`src/rtl/core_pkg.sv`:
```
package core_pkg;

    localparam int XLEN       = 32;
    localparam int DMEM_WORDS = 256;
    localparam int DMEM_AW    = $clog2(DMEM_WORDS); // word index bits of the data memory.

    localparam logic [XLEN-1:0] EXIT_PC = 32'hffff_ff00;

    typedef logic [7:0] inst_id_t;
    localparam inst_id_t IID_NONE = 8'hff; // never issued, so the first real id always counts.

    typedef enum logic [1:0] {
        WB_ALU,
        WB_MEM,
        WB_PC,
        WB_CSR
    } wb_sel_e;

    typedef enum logic [3:0] {
        MEM_NONE,
        MEM_LB,
        MEM_LH,
        MEM_LW,
        MEM_LBU,
        MEM_LHU,
        MEM_SB,
        MEM_SH,
        MEM_SW
    } mem_op_e;

    typedef enum logic [1:0] {
        CSR_NONE,
        CSR_RW,
        CSR_RS,
        CSR_RC
    } csr_op_e;

    localparam logic [11:0] CSR_MSCRATCH = 12'h340;
    localparam logic [11:0] CSR_CYCLE    = 12'hC00;
    localparam logic [11:0] CSR_INSTRET  = 12'hC02;

    typedef struct packed {
        wb_sel_e     wb_sel;
        logic        rf_wen;
        logic [4:0]  wb_addr;
        mem_op_e     mem_op;
        csr_op_e     csr_op;
        logic [11:0] csr_addr;
    } ctrl_t;

    // operand is the store data or the CSR source value.
    typedef struct packed {
        logic            valid;
        logic [XLEN-1:0] pc;
        inst_id_t        inst_id;
        ctrl_t           ctrl;
        logic [XLEN-1:0] alu_out;
        logic [XLEN-1:0] operand;
    } mem_req_t;

    typedef struct packed {
        logic            valid;
        logic [XLEN-1:0] pc;
        inst_id_t        inst_id;
        ctrl_t           ctrl;
        logic [XLEN-1:0] alu_out;
        logic [XLEN-1:0] csr_rdata;
    } wb_req_t;

endpackage

```
`src/rtl/csr_file.sv`:
```
module csr_file
    import core_pkg::*;
(
    input  logic            clk,
    input  logic            rst_n_i,
    input  logic            en_i,
    input  csr_op_e         op_i,
    input  logic [11:0]     addr_i,
    input  logic [XLEN-1:0] wdata_i,
    input  logic            retire_i,
    output logic [XLEN-1:0] rdata_o,
    output logic [XLEN-1:0] instret_o
);

    logic [XLEN-1:0] mscratch_q;
    logic [XLEN-1:0] cycle_q;
    logic [XLEN-1:0] instret_q;
    logic [XLEN-1:0] wr_val;
    logic            wr_en;

    always_comb begin
        case (addr_i)
            CSR_MSCRATCH: rdata_o = mscratch_q;
            CSR_CYCLE:    rdata_o = cycle_q;
            CSR_INSTRET:  rdata_o = instret_q;
            default:      rdata_o = '0;
        endcase
    end

    // only mscratch is writable, the counters ignore CSR writes.
    always_comb begin
        case (op_i)
            CSR_RS:  wr_val = mscratch_q | wdata_i;
            CSR_RC:  wr_val = mscratch_q & ~wdata_i;
            default: wr_val = wdata_i;
        endcase
    end

    assign wr_en = en_i && (op_i != CSR_NONE) && (addr_i == CSR_MSCRATCH);

    always_ff @(posedge clk or negedge rst_n_i) begin
        if (!rst_n_i) begin
            mscratch_q <= '0;
            cycle_q    <= '0;
            instret_q  <= '0;
        end else begin
            cycle_q <= cycle_q + 1'b1;
            if (wr_en)    mscratch_q <= wr_val;
            if (retire_i) instret_q  <= instret_q + 1'b1;
        end
    end

    assign instret_o = instret_q;

    a_instret_step: assert property (@(posedge clk) disable iff (!rst_n_i)
        (instret_q - $past(instret_q)) <= 1)
        else $error("instret jumped from %h to %h", $past(instret_q), instret_q);

endmodule

```
`config.mk`:
```
export PLATFORM = sky130hd
export DESIGN_NAME = csr_file
export DESIGN_NICKNAME = d
export VERILOG_FILES = /design/src/rtl/core_pkg.sv /design/src/rtl/csr_file.sv
export SDC_FILE = /design/constraint.sdc
export NUM_CORES = 1
export LEC_CHECK = 0
export BUFFER_PORTS_ARGS = -buffer_cell sky130_fd_sc_hd__buf_2
export CORE_MARGIN = 5
export CORE_UTILIZATION = 61
export CTS_BUF_LIST = sky130_fd_sc_hd__clkbuf_4 sky130_fd_sc_hd__clkbuf_8
export DETAILED_ROUTE_END_ITERATION = 10
export PLACE_DENSITY = 0.88
export SYNTH_ARGS = -nofsm -noshare
export SYNTH_HDL_FRONTEND = slang
export SYNTH_SLANG_ARGS = --single-unit
```
`constraint.sdc`:
```
create_clock -name clk -period 4.15 [get_ports clk]
set_clock_uncertainty 0.15 [all_clocks]
set_input_delay 0.83 -clock clk [delete_from_list [all_inputs] [get_ports clk]]
set_output_delay 0.83 -clock clk [all_outputs]
set_load 0.03 [all_outputs]
```
==> flow_summary.json <==
{
  "cp-startpoint": "addr_i[0]",
  "crit_cells": 7,
  "ctsLongestPathBuffers": 2,
  "clk_pin_slew_ns": 0.09,
  "routedWlPerCell_um": 19.0,
  "cts_buffers": 9,
  "design_area_um2": 6070,
  "outcome": "finished, final reports clean",
  "port_buffers": 113,
  "rr_startpoint": "instret_o[0]",
  "worstSetupPathType": "in2out",
  "synth_cell_types": 29,
  "relSlewSlack": 0.411,
  "highest_layer": "met4",
  "vias": 4546,
  "syn_inst": 518,
  "ioPinCount": 114,
  "synthesis.area_um2": 5190,
  "die-width_um": 102,
  "cp-start-kind": "primary input",
  "cp_common_cell": "buf_2",
  "maxCapViolCount": 0,
  "irDropWorstVdd_mv": 0.383,
  "hold_path.class": "reg2reg",
  "path_cells": "buf_2 -> or4_1 -> nor4_4 -> buf_4 -> nand2_1 -> o21ai_0 -> buf_2",
  "syn_to_final_growth_pct": 16.8,
  "drtAntennaViolNets": 0,
  "synth_area_leaders": "dfrtp_1, xnor2_1, nand4_1",
  "wl_um": 13800,
  "grt_max_degree": 91,
  "drive_gt1_frac": 0.232,
  "setup_tns_ns": 0,
  "fin_hold_ws_ns": 0.345,
  "placedCellCount": 710,
  "vias_per_cell": 6.26,
  "grt_usage": 0.275,
  "fin_nets": 668,
  "overflow": 0,
  "avgSynthCellArea_um2": 10.0,
  "hold_violations": 0,
  "post_cts_resized": 0,
  "worst-path-max-fanout": 32,
  "core-area_um2": 8260,
  "postCtsSetupBuffers": 0,
  "cts_tree": "built",
  "synth_top_area_frac": 0.463,
  "cts_root_buffer": "clkbuf_8",
  "drt_pass1_iterations": 5,
  "ctsHtreeMaxLevel": 3,
  "numClockSinks": 96,
  "r2r_slack_ns": 1.92,
  "remaining_drc_errors": 0,
  "fillers": 606,
  "worstMarginPinSlew_ns": 0.880,
  "fin_cells": 726,
  "path_delay_family": "simple AND/OR/NAND/NOR gates",
  "slew_viol_final": 0,
  "grt_antenna_before_repair": 0,
  "worst_path_max_delay_cell": "or4_1",
  "p_per_area_nw_per_um2": 325,
  "hold_path_depth": 1,
  "period_minus_slack_ns": 3.68,
  "grt_pass1_vias": 4477,
  "drt_first_iter_violations": 337,
  "r2r_cells": 5,
  "std_cell_rows": 33,
  "crit_arrival_ns": 2.70,
  "cp.required_ns": 3.17,
  "synth_top_area_cell": "dfrtp_1",
  "hold_buffers": 0,
  "antenna_cells": 0,
  "wl_met1_um": 5730,
  "start_util": 0.629,
  "seq_area_frac_synth": 0.463,
  "routed-wl-met3_um": 1010,
  "wl_met2_um": 6780,
  "fin_crit_sh": 0.887,
  "die-area_um2": 10500,
  "setup_viol": 0,
  "crit_end": "rdata_o[11]",
  "worst_setup_path_end_kind": "output port",
  "max_clock_freq_mhz": 272,
  "slowest_delay_ns": 0.65,
  "syn-num-nets": 570,
  "place_area_um2": 5840,
  "worst-path-buf-inv": 3,
  "ys.warnings.count": 0,
  "p_leak_nw": 2.85,
  "insertion_delay_ns": 0.36,
  "worstReg2RegEnd": "instret_o[22]",
  "place_congestion": 0.878,
  "rsz0062_at_grt": "false",
  "ys_ff_latch": 96,
  "grt_pass1_wl_um": 22600,
  "fp.dieH_um": 102,
  "dp_hpwl_um": 10000
}
[cells in the final DEF (no fill, tap or decap), types with 2 or more instances in the layout]
cell type,n
a21boi_1,26
a21oi_1,12
and2_1,5
and3_1,10
and4_1,7
buf_2,112
buf_4,9
bufinv_16,2
clkbuf_8,9
dfrtp_1,96
ha_1,2
inv_1,4
inv_6,2
mux2i_1,32
nand2_1,55
nand3_1,23
nand4_1,57
nand4b_1,2
nor2_1,9
nor3_1,5
nor4_1,3
nor4_4,2
o21ai_0,32
o21ai_1,7
o221a_1,26
or2_2,3
or4_1,2
xnor2_1,52
xor2_1,9
[sequential cells by signal, indices dropped and copies added (netlist names)]
register,cells
instret_o,32
cycle_q,32
mscratch_q,32
[cell families after synthesis]
kind of cell               after synthesis  synth area share
adders and majority gates                2           0.00482
DFF                                     96             0.463
and+or+nand+nor                        184             0.193
xor gates and xnor gates                61             0.103
muxes                                   33            0.0638
AOI/OAI and AO/OA                      103             0.143
buffers and inverters                   39            0.0299
[metal layers]
layer | vias up | track usage
met5 | - | 0
met4 | 0 | 0.0817
met3 | 20 | 0.0512
met2 | 174 | 0.448
met1 | 2243 | 0.376
li1 | 2109 | -
[power by group]
group,internal [mW],leakage (nW),switching [mW]
combinational,0.0888,1.43,0.167
clock,0.347,0.112,0.339
sequential,0.966,1.32,0.0618
[through the flow]
step	setup slack (ns)	power, mW	utilization
6_report	0.470	1.97	0.735
5_1_grt	0.390	2.05	0.735
4_1_cts	0.459	1.98	0.735
3_5_place_dp	0.456	1.30	0.707
3_3_place_gp	0.532	1.29	0.707
2_1_floorplan	0.619	1.18	-
[cell type report]
class	count	area (um2)	share of cell area
inverters	4	15.0	0.00247
flip-flops and latches	96	2400	0.396
repair buffers	122	648	0.107
clock buffers	9	124	0.0204
clock inverters	7	101	0.0167
well taps	105	131	0.0217
multi-input cells	383	2650	0.436
[worst min path at each step]
stage | startpoint | slack (ns) | to
final | cycle_q[31] | 0.35 | cycle_q[31]
after global routing | cycle_q[27] | 0.36 | cycle_q[27]
after floorplan | cycle_q[31] | 0.29 | cycle_q[31]
after global placement | cycle_q[31] | 0.31 | cycle_q[31]
after CTS | cycle_q[31] | 0.35 | cycle_q[31]
after detailed placement | cycle_q[31] | 0.33 | cycle_q[31]
[Yosys cell counts, drive strengths merged]
cell type and count:
inv 4, nor2 9, nor4 5, nor3 5, dfrtp 96, mux2 1
a21boi 26, or2 3, and3 10, nand3 23, or4 2, nand4 57
nand2 55, clkbuf 28, and4 7, xnor2 52, nand4b 2, o221a 26
a21oi 12, ha 2, mux2i 32, o21ai 39, xor2 9, and2 6
buf 7
(Power assumes the default switching activity.)
