[src/rtl/core_pkg.sv]
package core_pkg;

    localparam int XLEN       = 32;
    localparam int DMEM_WORDS = 256;
    localparam int DMEM_AW    = $clog2(DMEM_WORDS); // word index bits of the data memory.

    localparam logic [XLEN-1:0] EXIT_PC = 32'hffff_ff00;

    typedef logic [7:0] inst_id_t;
    localparam inst_id_t IID_NONE = 8'hff; // never issued, so the first real id always counts.

    typedef enum logic [1:0] {
        WB_ALU,
        WB_MEM,
        WB_PC,
        WB_CSR
    } wb_sel_e;

    typedef enum logic [3:0] {
        MEM_NONE,
        MEM_LB,
        MEM_LH,
        MEM_LW,
        MEM_LBU,
        MEM_LHU,
        MEM_SB,
        MEM_SH,
        MEM_SW
    } mem_op_e;

    typedef enum logic [1:0] {
        CSR_NONE,
        CSR_RW,
        CSR_RS,
        CSR_RC
    } csr_op_e;

    localparam logic [11:0] CSR_MSCRATCH = 12'h340;
    localparam logic [11:0] CSR_CYCLE    = 12'hC00;
    localparam logic [11:0] CSR_INSTRET  = 12'hC02;

    typedef struct packed {
        wb_sel_e     wb_sel;
        logic        rf_wen;
        logic [4:0]  wb_addr;
        mem_op_e     mem_op;
        csr_op_e     csr_op;
        logic [11:0] csr_addr;
    } ctrl_t;

    // operand is the store data or the CSR source value.
    typedef struct packed {
        logic            valid;
        logic [XLEN-1:0] pc;
        inst_id_t        inst_id;
        ctrl_t           ctrl;
        logic [XLEN-1:0] alu_out;
        logic [XLEN-1:0] operand;
    } mem_req_t;

    typedef struct packed {
        logic            valid;
        logic [XLEN-1:0] pc;
        inst_id_t        inst_id;
        ctrl_t           ctrl;
        logic [XLEN-1:0] alu_out;
        logic [XLEN-1:0] csr_rdata;
    } wb_req_t;

endpackage

[src/rtl/register_file.sv]
module register_file
    import core_pkg::*;
(
    input  logic            clk,
    input  logic            rst_n_i,
    input  logic            wen_i,
    input  logic [4:0]      waddr_i,
    input  logic [XLEN-1:0] wdata_i,
    input  logic [4:0]      raddr_a_i,
    input  logic [4:0]      raddr_b_i,
    output logic [XLEN-1:0] rdata_a_o,
    output logic [XLEN-1:0] rdata_b_o
);

    logic [XLEN-1:0] regs [32];

    // a read of the register being written sees the new value in the same cycle.
    function automatic logic [XLEN-1:0] read_port(input logic [4:0] raddr);
        if (raddr == 5'd0) begin
            return '0;
        end else if (wen_i && (waddr_i == raddr)) begin
            return wdata_i;
        end
        return regs[raddr];
    endfunction

    always_comb begin
        rdata_a_o = read_port(raddr_a_i);
        rdata_b_o = read_port(raddr_b_i);
    end

    always_ff @(posedge clk or negedge rst_n_i) begin
        if (!rst_n_i) begin
            for (int i = 0; i < 32; i++) begin
                regs[i] <= '0;
            end
        end else if (wen_i && (waddr_i != 5'd0)) begin
            regs[waddr_i] <= wdata_i; // x0 stays zero.
        end
    end

endmodule

[config.mk]
export PLATFORM = sky130hd
export DESIGN_NAME = register_file
export DESIGN_NICKNAME = d
export VERILOG_FILES = /design/src/rtl/core_pkg.sv /design/src/rtl/register_file.sv
export SDC_FILE = /design/constraint.sdc
export NUM_CORES = 2
export LEC_CHECK = 0
export BUFFER_PORTS_ARGS = -buffer_cell sky130_fd_sc_hd__buf_2
export CAP_MARGIN = 40
export CORE_UTILIZATION = 30
export DETAILED_ROUTE_END_ITERATION = 16
export GPL_TIMING_DRIVEN = 1
export MAX_ROUTING_LAYER = met4
export PLACE_DENSITY = 0.56
export SKIP_LAST_GASP = 1
export SYNTH_ARGS = -nofsm -noshare
export SYNTH_HDL_FRONTEND = slang
export SYNTH_SLANG_ARGS = --single-unit
[constraint.sdc]
create_clock -name clk -period 4.9 [get_ports clk]
set_input_delay 0.245 -clock clk [delete_from_list [all_inputs] [get_ports clk]]
set_output_delay 0.245 -clock clk [all_outputs]
set_load 0.01 [all_outputs]
==> results by group <==
Route
  – Post-DRT Antenna Nets: 0
  – DRT Wirelength: 182 mm
  – Via count: 34923
  – Drt pass-1 iters: 5
  – DRC: 0
  – DR iter-0 viols: 3096
  – Wirelength per Cell: 30.1 µm
  – Vias per inst: 5.78

Synthesis
  – Gate Count Post-Synth: 3658
  – Top cells by area, synth: dfrtp_1 (47%), mux2_2 (20%), mux4_2 (18%), mux2i_1 (3.5%), a211oi_1 (2.1%)
  – Post-Synth XOR/XNOR Area: 0.00159
  – Area leader, netlist: dfrtp_1
  – Post-synthesis cell area: 0.0549 mm²
  – Largest family of logic cells by synthesized area: multiplexers
  – Seq/Total Area, Yosys: 0.467
  – Count leader, synth: dfrtp_1
  – #FFs+latches synth: 1024
  – Post-synth EDFFs: 0
  – Yosys warning count: 0
  – Simple-gate area share of the yosys netlist: 0.0164
  – Post-synth net total: 3708
  – Area fraction of the dominant cell type after synthesis: 0.467
  – Async set-reset flop share out of synthesis: 1.00
  – Complex-gate fraction of the synthesized area: 0.0555
  – Post-synthesis mux area share: 0.423
  – Yosys cell types: 44
  – Top post-synthesis cells by count: dfrtp_1 (1024), mux2_2 (985), mux4_2 (451)
  – Post-Synth Adder-Cell Area: 0
  – Ys flop type: dfrtp_1
  – Synthesized area per cell: 15.0 µm²

Global route
  – Met2 usage: 0.310
  – Met3 Track Usage GR: 0.0299
  – Vias in the first global route: 36128
  – Largest net degree at the start of global routing: 146
  – Gr usage total: 0.203
  – Antenna violations before repair: 24
  – M1 GR Usage: 0.275
  – Total grt overflow: 0
  – Busiest grt layer: met2
  – First-pass GRT wire length: 267 mm

Power and ir drop
  – Pwr/cell area: 403 mW/mm²
  – Pwr Total: 25100 µW
  – VDD IR max: 314 µV
  – Static leakage: 0.0266 µW

Floorplanning
  – Chip height: 430 µm
  – Initial core utilization: 0.303
  – DIE AREA: 0.185 mm²
  – Num rows: 156
  – Core area: 0.181 mm²
  – Die W: 430 µm
  – Ports: 114

Status
  – Status: finished clean

Final layout
  – Share of cells above drive strength 1: 0.519
  – Most flops, register: regs
  – Biggest regs: regs x1024
  – Post-layout util: 0.343
  – Filler cell count: 17445
  – Largest register FFs: 1024
  – Nets: 3624
  – Layout area overhead: 13.3%

Clock tree
  – H-Tree Depth: 3
  – Register clock-pin slew on the reported worst setup and hold paths: 0.06 ns
  – CTS tree: built
  – Cts hold-fix bufs: 1
  – Clock Path Buffers: 3
  – Clk Latency, worst-skew pair: 0.73 ns
  – Root Buffer: clkbuf_16
  – TritonCTS buffer count: 108
  – Post-CTS sizing: 0
  – Post-CTS Setup Inserts: 0
  – Clock sink count: 1024

Setup path
  – Setup Crit Path Kind: input port to primary output
  – Crit path top cell by count: buf_4
  – R2r startpoint: regs[853]
  – Crit path from: raddr_b_i[0]
  – Worst path max stage delay: 0.71 ns
  – CP Cell Sequence: buf_8 -> buf_4 -> nor3_1 -> nand2_1 -> o211ai_1 -> buf_4 -> a211oi_1 -> a211o_1 -> buf_2
  – Worst Path Arrival: 3.13 ns
  – Critical path launch point type: input port
  – Peak fanout along the critical path: 51
  – Slowest-stage cell, CP: a211oi_1
  – Req. time, crit path: 4.66 ns
  – CP endpoint kind: primary output

Placed design
  – Placed wire-length estimate: 110 mm
  – Placer Congestion: 0.793
  – PortBufs: 113
  – Pre-CTS WS: 1.60 ns

STA
  – RSZ-0062 raised after global routing: no
  – Final min period: 3.37 ns
  – Setup violations, final: 0
  – Crit share post-route: 0.689
  – Slew Limit Fails: 0
  – Layout Skew: 0 ns
  – Final Hold Viols: 0
  – Setup TNS: 0 ns
  – Fmax: 0.296 GHz
  – Setup WS post-layout: 1.53 ns
  – Tightest Pin Transition: 0.893 ns
  – Relative slew slack: 0.404

Worst hold path
  – Hold/Removal Path Class: input port to flip-flop
  – Hold_sp: wdata_i[24]

Job
  – Maxcap violations: 0
-- where the power goes --
part / leakage, µW / switching, µW / internal, µW / total (µW)
registers: 0.0131 / 1170 / 10100 / 11200
logic: 0.0116 / 2050 / 2990 / 5040
clock network: 0.00186 / 3620 / 5170 / 8790
-- metrics by stage --
step | instance area [µm²] | cells | hold slack (ns)
2_1_floorplan | 54900 | 3658 | -0.0506
3_3_place_gp | 57900 | 5808 | 0.375
3_5_place_dp | 58400 | 5833 | 0.376
4_1_cts | 62200 | 6028 | 0.113
5_1_grt | 62200 | 6037 | 0.162
6_report | 62300 | 6040 | 0.170
-- cell usage in the layout (no fill, tap or decap), drive strengths merged, types with 2 or more instances in the layout --
master,synthesis,layout
dfrtp,1024,1024
mux2,993,993
mux4,451,451
buf,182,240
mux2i,190,190
clkbuf,255,167
a211oi,151,151
a211o,61,61
nand2,53,53
nor2b,37,37
o22ai,33,33
a32o,32,32
a22oi,31,31
o221ai,31,31
a22o,31,31
and2,27,27
nor2,21,21
clkinv,0,15
diode,0,12
bufinv,0,10
xnor2,8,8
nand3b,6,6
inv,3,6
nand3,5,5
nor3b,5,5
nor3,4,4
nand4,3,3
o211ai,3,3
o21ai,3,3
or2,2,2
nand2b,2,2
xor2,2,2
or3b,2,2
-- final cells by class --
| class | instances | area (µm²) | area share |
|---|---|---|---|
| repair buffers | 243 | 2330 | 0.0374 |
| diodes | 12 | 30.0 | 0.000482 |
| clock inverters | 29 | 443 | 0.00712 |
| flip-flops and latches | 1024 | 25600 | 0.412 |
| inverters | 3 | 11.3 | 0.000181 |
| multi-input cells | 2194 | 27500 | 0.442 |
| well taps | 2370 | 2970 | 0.0476 |
| clock buffers | 165 | 3320 | 0.0533 |
-- layer usage --
layer | wire length, µm | vias to the layer above
li1 | - | 14115
met1 | 79800 | 19277
met2 | 85000 | 1195
met3 | 10400 | 336
met5 | 0 | -
met4 | 6840 | 0
-- final timing paths --
kind	depth (start not counted)	slack [ns]	to
min in group asynchronous	2	0.20	regs[605]
worst max-delay path	9	1.53	rdata_b_o[4]
max in group asynchronous	3	3.33	regs[223]
worst max register to register	1	4.10	regs[853]
worst min register to register	0	0.39	regs[1001]
worst min-delay path	2	0.17	regs[760]
-- worst max-delay path: cells and delay by family --
family	cells	cell delay (ns)
AO/OA/AOI/OAI	3	1.10
buffers and inverters	4	1.46
AND/OR/NAND/NOR	2	0.26
-- cell families (layout without fill, tap and decap cells) --
group / after synthesis / after routing
other cells: 0 / 12
buf+inv: 440 / 440
mux: 1634 / 1634
compound gates: 380 / 380
flops: 1024 / 1024
simple gates: 170 / 170
xor+xnor: 10 / 10
No activity file was read; power rests on OpenSTA's default activity.
