==> src/rtl/core_pkg.sv <==
package core_pkg;

    localparam int XLEN       = 32;
    localparam int DMEM_WORDS = 256;
    localparam int DMEM_AW    = $clog2(DMEM_WORDS); // word index bits of the data memory.

    localparam logic [XLEN-1:0] EXIT_PC = 32'hffff_ff00;

    typedef logic [7:0] inst_id_t;
    localparam inst_id_t IID_NONE = 8'hff; // never issued, so the first real id always counts.

    typedef enum logic [1:0] {
        WB_ALU,
        WB_MEM,
        WB_PC,
        WB_CSR
    } wb_sel_e;

    typedef enum logic [3:0] {
        MEM_NONE,
        MEM_LB,
        MEM_LH,
        MEM_LW,
        MEM_LBU,
        MEM_LHU,
        MEM_SB,
        MEM_SH,
        MEM_SW
    } mem_op_e;

    typedef enum logic [1:0] {
        CSR_NONE,
        CSR_RW,
        CSR_RS,
        CSR_RC
    } csr_op_e;

    localparam logic [11:0] CSR_MSCRATCH = 12'h340;
    localparam logic [11:0] CSR_CYCLE    = 12'hC00;
    localparam logic [11:0] CSR_INSTRET  = 12'hC02;

    typedef struct packed {
        wb_sel_e     wb_sel;
        logic        rf_wen;
        logic [4:0]  wb_addr;
        mem_op_e     mem_op;
        csr_op_e     csr_op;
        logic [11:0] csr_addr;
    } ctrl_t;

    // operand is the store data or the CSR source value.
    typedef struct packed {
        logic            valid;
        logic [XLEN-1:0] pc;
        inst_id_t        inst_id;
        ctrl_t           ctrl;
        logic [XLEN-1:0] alu_out;
        logic [XLEN-1:0] operand;
    } mem_req_t;

    typedef struct packed {
        logic            valid;
        logic [XLEN-1:0] pc;
        inst_id_t        inst_id;
        ctrl_t           ctrl;
        logic [XLEN-1:0] alu_out;
        logic [XLEN-1:0] csr_rdata;
    } wb_req_t;

endpackage

==> src/rtl/writeback_stage.sv <==
module writeback_stage
    import core_pkg::*;
(
    input  logic            clk,
    input  logic            rst_n_i,
    input  wb_req_t         wb_i,
    input  logic [XLEN-1:0] mem_rdata_i,
    output logic            rf_wen_o,
    output logic [4:0]      rf_waddr_o,
    output logic [XLEN-1:0] rf_wdata_o,
    output logic            retire_o,
    output logic            exit_o
);

    inst_id_t saved_id_q;
    logic     is_new;

    always_comb begin
        case (wb_i.ctrl.wb_sel)
            WB_MEM:  rf_wdata_o = mem_rdata_i;
            WB_PC:   rf_wdata_o = wb_i.pc + XLEN'(4); // link address.
            WB_CSR:  rf_wdata_o = wb_i.csr_rdata;
            default: rf_wdata_o = wb_i.alu_out;
        endcase
    end

    // a stalled instruction is presented again with the same id.
    // only its first valid cycle retires and writes the register file.
    assign is_new = wb_i.valid && (wb_i.inst_id != saved_id_q);

    always_ff @(posedge clk or negedge rst_n_i) begin
        if (!rst_n_i) begin
            saved_id_q <= IID_NONE;
        end else if (wb_i.valid) begin
            saved_id_q <= wb_i.inst_id;
        end
    end

    assign retire_o   = is_new;
    assign rf_wen_o   = is_new && wb_i.ctrl.rf_wen;
    assign rf_waddr_o = wb_i.ctrl.wb_addr;

    assign exit_o = wb_i.valid && (wb_i.pc == EXIT_PC);

    a_retire_once: assert property (@(posedge clk) disable iff (!rst_n_i)
        retire_o && $past(retire_o) |-> wb_i.inst_id != $past(wb_i.inst_id))
        else $error("id %h retired twice", wb_i.inst_id);

endmodule

==> config.mk <==
export PLATFORM = sky130hd
export DESIGN_NAME = writeback_stage
export DESIGN_NICKNAME = d
export VERILOG_FILES = /design/src/rtl/core_pkg.sv /design/src/rtl/writeback_stage.sv
export SDC_FILE = /design/constraint.sdc
export NUM_CORES = 1
export LEC_CHECK = 0
export ABC_AREA = 0
export BUFFER_PORTS_ARGS = -buffer_cell sky130_fd_sc_hd__buf_2
export CELL_PAD_IN_SITES_DETAIL_PLACEMENT = 1
export CELL_PAD_IN_SITES_GLOBAL_PLACEMENT = 2
export CORE_UTILIZATION = 18
export CTS_CLUSTER_SIZE = 14
export DETAILED_ROUTE_END_ITERATION = 10
export GPL_TIMING_DRIVEN = 0
export PLACE_DENSITY_LB_ADDON = 0.1
export SETUP_SLACK_MARGIN = 0.5
export SLEW_MARGIN = 20
export SYNTH_ARGS = -nofsm -noshare
export SYNTH_HDL_FRONTEND = slang
export SYNTH_SLANG_ARGS = --single-unit
==> constraint.sdc <==
create_clock -name clk -period 3.9 [get_ports clk]
set_clock_uncertainty 0.15 [all_clocks]
set_input_delay 0.39 -clock clk [delete_from_list [all_inputs] [get_ports clk]]
set_output_delay 0.39 -clock clk [all_outputs]
set_load 0.01 [all_outputs]
==> impl_results.md <==
* Result of the run: finished clean
* Maximum number of pins on one net before global-route repair at 11
* Clock input transition at the sequential cells of the worst setup and hold paths at roughly 0.040 ns
* Syn Std Cell Area at 0.001883 mm^2
* Worst Hold Class: in2async
* Initial standard-cell utilization of the core at 18.92%
* Layout area overhead at 58.34%
* Fin crit period at 2.941 ns
* CP Data Arrival Time at 2.40 ns
* CP required at ~3.4 ns
* Post-synthesis average cell area at ~9 um^2
* Root buf cell: sky130_fd_sc_hd__clkbuf_8
* Async set-reset flop share out of synthesis at 100.0%
* Cells after synthesis at 207
* Number of nets with antenna violations after routing at 0
* I/O pin count at 205
* Avg WL per Cell at about 16 um
* Initial antenna violation count at 0
* Drt drc at 0
* Number of iterations in the first detailed-routing pass at 4
* Crit path launch: wb_i[108]
* Beginning of the worst register-to-register path: saved_id_q[7]$_DFFE_PN1P_
* Die boundary height at about 100 um
* TritonCTS Buffers at 3
* Residual overflow from global routing at 0
* X dimension of the die at roughly 100 um
* RSZ-0062 raised after global routing: false
* Slowest cell delay on critical path at around 0.67 ns
* Worst-case clock buffer depth at 2
* P_leak at between 1 and 1.5 nW
* Number of hold violations in the final report at 0
* Clock tree from TritonCTS: done
* Biggest fanout along the worst timing path at 10
* Number of buffers inserted for hold repair after clock tree synthesis at 0
* Slowest cell on crit path: sky130_fd_sc_hd__nor4_4
* Number of endpoints failing setup at the final stage at 0
* Core ar. at between 0.009 and 0.01 mm^2
* Total design power at between 0.4 and 0.5 mW
* Peak ir drop on the vdd network at around 0.18 mV
* Post-Route Setup TNS at 0 ns
* Share of layout cells above drive strength 1 at between 60% and 70%
* Total setup buffers inserted after CTS at 0
* PD cells at 166.1 mW/mm^2
* Yosys Warn Count at 0
* Seq/Total Area, Yosys at 11.16%
* Post-route clock period utilization at around three quarters
* Number of distinct library cells after synthesis at 40
* Max Freq at ~340 MHz
* Total detailed-routing wirelength at ~8400 um
* Via density at 4.557
* Final RePlAce weighted congestion at a little over 0.7
* Sum of buffers and inverters on the critical path at 2
* Detailed-route via count at 2374
* Post-synthesis register bit count at 8
* Number of enable-type register cells in the synthesized netlist at 0
* Cell seen most often among critical-path stages: sky130_fd_sc_hd__buf_2
* H-tree levels at 1
* Worst-skew pair later-pin latency at ~0.23 ns
* Reported max-cap violation count at 0
* Final layout net count at between 500 and 600
* Max-slew headroom at 44.99%
* Number of pins with negative max-slew slack in the final report at 0
* Global-route usage over all layers at between 10% and 20%
* Post-cts repair resize count at 0
* Type of origin of the critical path: input pin
* WS Path Type: in2out
* Via count of the first global-routing pass at 2485
* Register with the most flip-flops: saved_id_q
* Cell class contributing the biggest share of worst-path delay: simple AND/OR/NAND/NOR gates
* Detailed Place HPWL at ~7100 um
* Violation count after the first detailed-route iteration at 55
* First-pass GRT wire length at roughly 13000 um
* Min Hold Slack at approximately 0.075 ns
* CTS Sinks at 8
* # rows at 36
* Floorplan die area at around 0.011 mm^2
* Synthesized netlist net count at around 370
* CP endpoint kind: output port
* Largest registers: saved_id_q: 8 flops
* Antenna diode count at 0
* Flip-flop count of the largest register after layout at 8
* Crit-path cells: buf_2 > nand4_1 > nor4_4 > nor3b_2 > xor2_1 > mux4_1 > buf_2
* Worst Max-Slew Pin Slew at 0.8251 ns
* Prevailing post-synth register cell: sky130_fd_sc_hd__dfstp_2
* Port Buffers at 178
[worst paths after layout]
kind,endpoint,slack (ns),cells after the start
min reg2reg,saved_id_q[0]$_DFFE_PN1P_,0.47,1
max reg2reg,saved_id_q[7]$_DFFE_PN1P_,3.02,1
max,rf_wdata_o[21],0.96,7
min,saved_id_q[7]$_DFFE_PN1P_,0.07,1
min in group clk,saved_id_q[0]$_DFFE_PN1P_,0.27,2
max in group asynchronous,saved_id_q[1]$_DFFE_PN1P_,3.50,1
[routing by layer]
metal / wire length [um] / share of wire [%] / track usage [%] / vias up
met4: 87 / 1.0 / 2.551 / 0
met3: 484 / 5.8 / 2.318 / 7
li1: - / - / - / 1151
met2: 4106 / 49 / 27.01 / 110
met1: 3727 / 44 / 19.53 / 1106
met5: 0 / 0 / 0 / -
[placed cells by master (no fill, tap or decap), types with 6 or more instances in the layout]
master / Yosys / final
sky130_fd_sc_hd__xor2_1: 21 / 21
sky130_fd_sc_hd__xnor2_1: 14 / 14
sky130_fd_sc_hd__nand4_1: 7 / 7
sky130_fd_sc_hd__mux2_2: 14 / 14
sky130_fd_sc_hd__buf_2: 4 / 182
sky130_fd_sc_hd__o21ai_0: 7 / 7
sky130_fd_sc_hd__dfstp_2: 8 / 8
sky130_fd_sc_hd__nand3_1: 14 / 14
sky130_fd_sc_hd__mux4_2: 17 / 17
sky130_fd_sc_hd__nand2_1: 20 / 20
sky130_fd_sc_hd__nor2_1: 6 / 6
sky130_fd_sc_hd__o22ai_1: 6 / 6
sky130_fd_sc_hd__a21oi_1: 7 / 7
sky130_fd_sc_hd__clkbuf_1: 6 / 6
[per-stage QoR]
step	setup WS (ns)	cells	instance area, um^2	util, %
after floorplan	1.508	207	1883	-
after global placement	0.8700	518	2940	29.54
after detailed placement	0.8795	518	2940	29.54
after CTS	0.8725	521	2982	29.95
after global routing	0.7874	521	2982	29.95
final	0.9591	521	2982	29.95
[cell usage after synthesis, types with 2 or more instances]
| cell | instances | area share, % |
|---|---|---|
| sky130_fd_sc_hd__xor2_1 | 21 | 9.8 |
| sky130_fd_sc_hd__nand2_1 | 20 | 4.0 |
| sky130_fd_sc_hd__mux4_2 | 17 | 20 |
| sky130_fd_sc_hd__mux2_2 | 14 | 8.4 |
| sky130_fd_sc_hd__nand3_1 | 14 | 3.7 |
| sky130_fd_sc_hd__xnor2_1 | 14 | 6.5 |
| sky130_fd_sc_hd__dfstp_2 | 8 | 11 |
| sky130_fd_sc_hd__a21oi_1 | 7 | 1.9 |
| sky130_fd_sc_hd__nand4_1 | 7 | 2.3 |
| sky130_fd_sc_hd__o21ai_0 | 7 | 1.9 |
| sky130_fd_sc_hd__clkbuf_1 | 6 | 1.2 |
| sky130_fd_sc_hd__nor2_1 | 6 | 1.2 |
| sky130_fd_sc_hd__o22ai_1 | 6 | 2.0 |
| sky130_fd_sc_hd__buf_4 | 5 | 2.0 |
| sky130_fd_sc_hd__a22oi_1 | 4 | 1.6 |
| sky130_fd_sc_hd__and3_1 | 4 | 1.3 |
| sky130_fd_sc_hd__and4_1 | 4 | 1.9 |
| sky130_fd_sc_hd__buf_2 | 4 | 1.1 |
| sky130_fd_sc_hd__inv_1 | 4 | 0.80 |
| sky130_fd_sc_hd__o21bai_1 | 4 | 1.6 |
| sky130_fd_sc_hd__a222oi_1 | 3 | 1.6 |
| sky130_fd_sc_hd__nor2b_1 | 3 | 1.0 |
| sky130_fd_sc_hd__nor4_1 | 3 | 1.0 |
| sky130_fd_sc_hd__and2_1 | 2 | 0.66 |
| sky130_fd_sc_hd__buf_1 | 2 | 0.40 |
| sky130_fd_sc_hd__ha_1 | 2 | 1.3 |
| sky130_fd_sc_hd__nand2b_1 | 2 | 0.66 |
| sky130_fd_sc_hd__nor4_4 | 2 | 2.3 |
[report_power, final]
part	switching (mW)	internal, mW	total [mW]	leakage, nW
combinational	0.136	0.154	0.290	1.28
clock	0.0345	0.0670	0.102	0.0216
sequential	0.00540	0.0980	0.103	0.0841
total	0.176	0.319	0.495	1.39
[kinds of logic after synthesis]
kind of cell               share of synthesized area, %
adders and majority gates                         1.329
DFF                                               11.16
and+or+nand+nor                                   23.39
AOI/OAI and AO/OA                                 11.76
xor gates and xnor gates                          16.28
buffers and inverters                             5.449
muxes                                             30.63
[cell type report]
cell class	instances	area, um^2
repair buffers	178	890.9
flip-flops and latches	8	210.2
inverters	4	15.01
clock buffers	3	41.29
plain buffers	17	87.58
well taps	133	166.4
fillers	1265	6973
multi-input cells	178	1570
(Power assumes the default switching activity.)
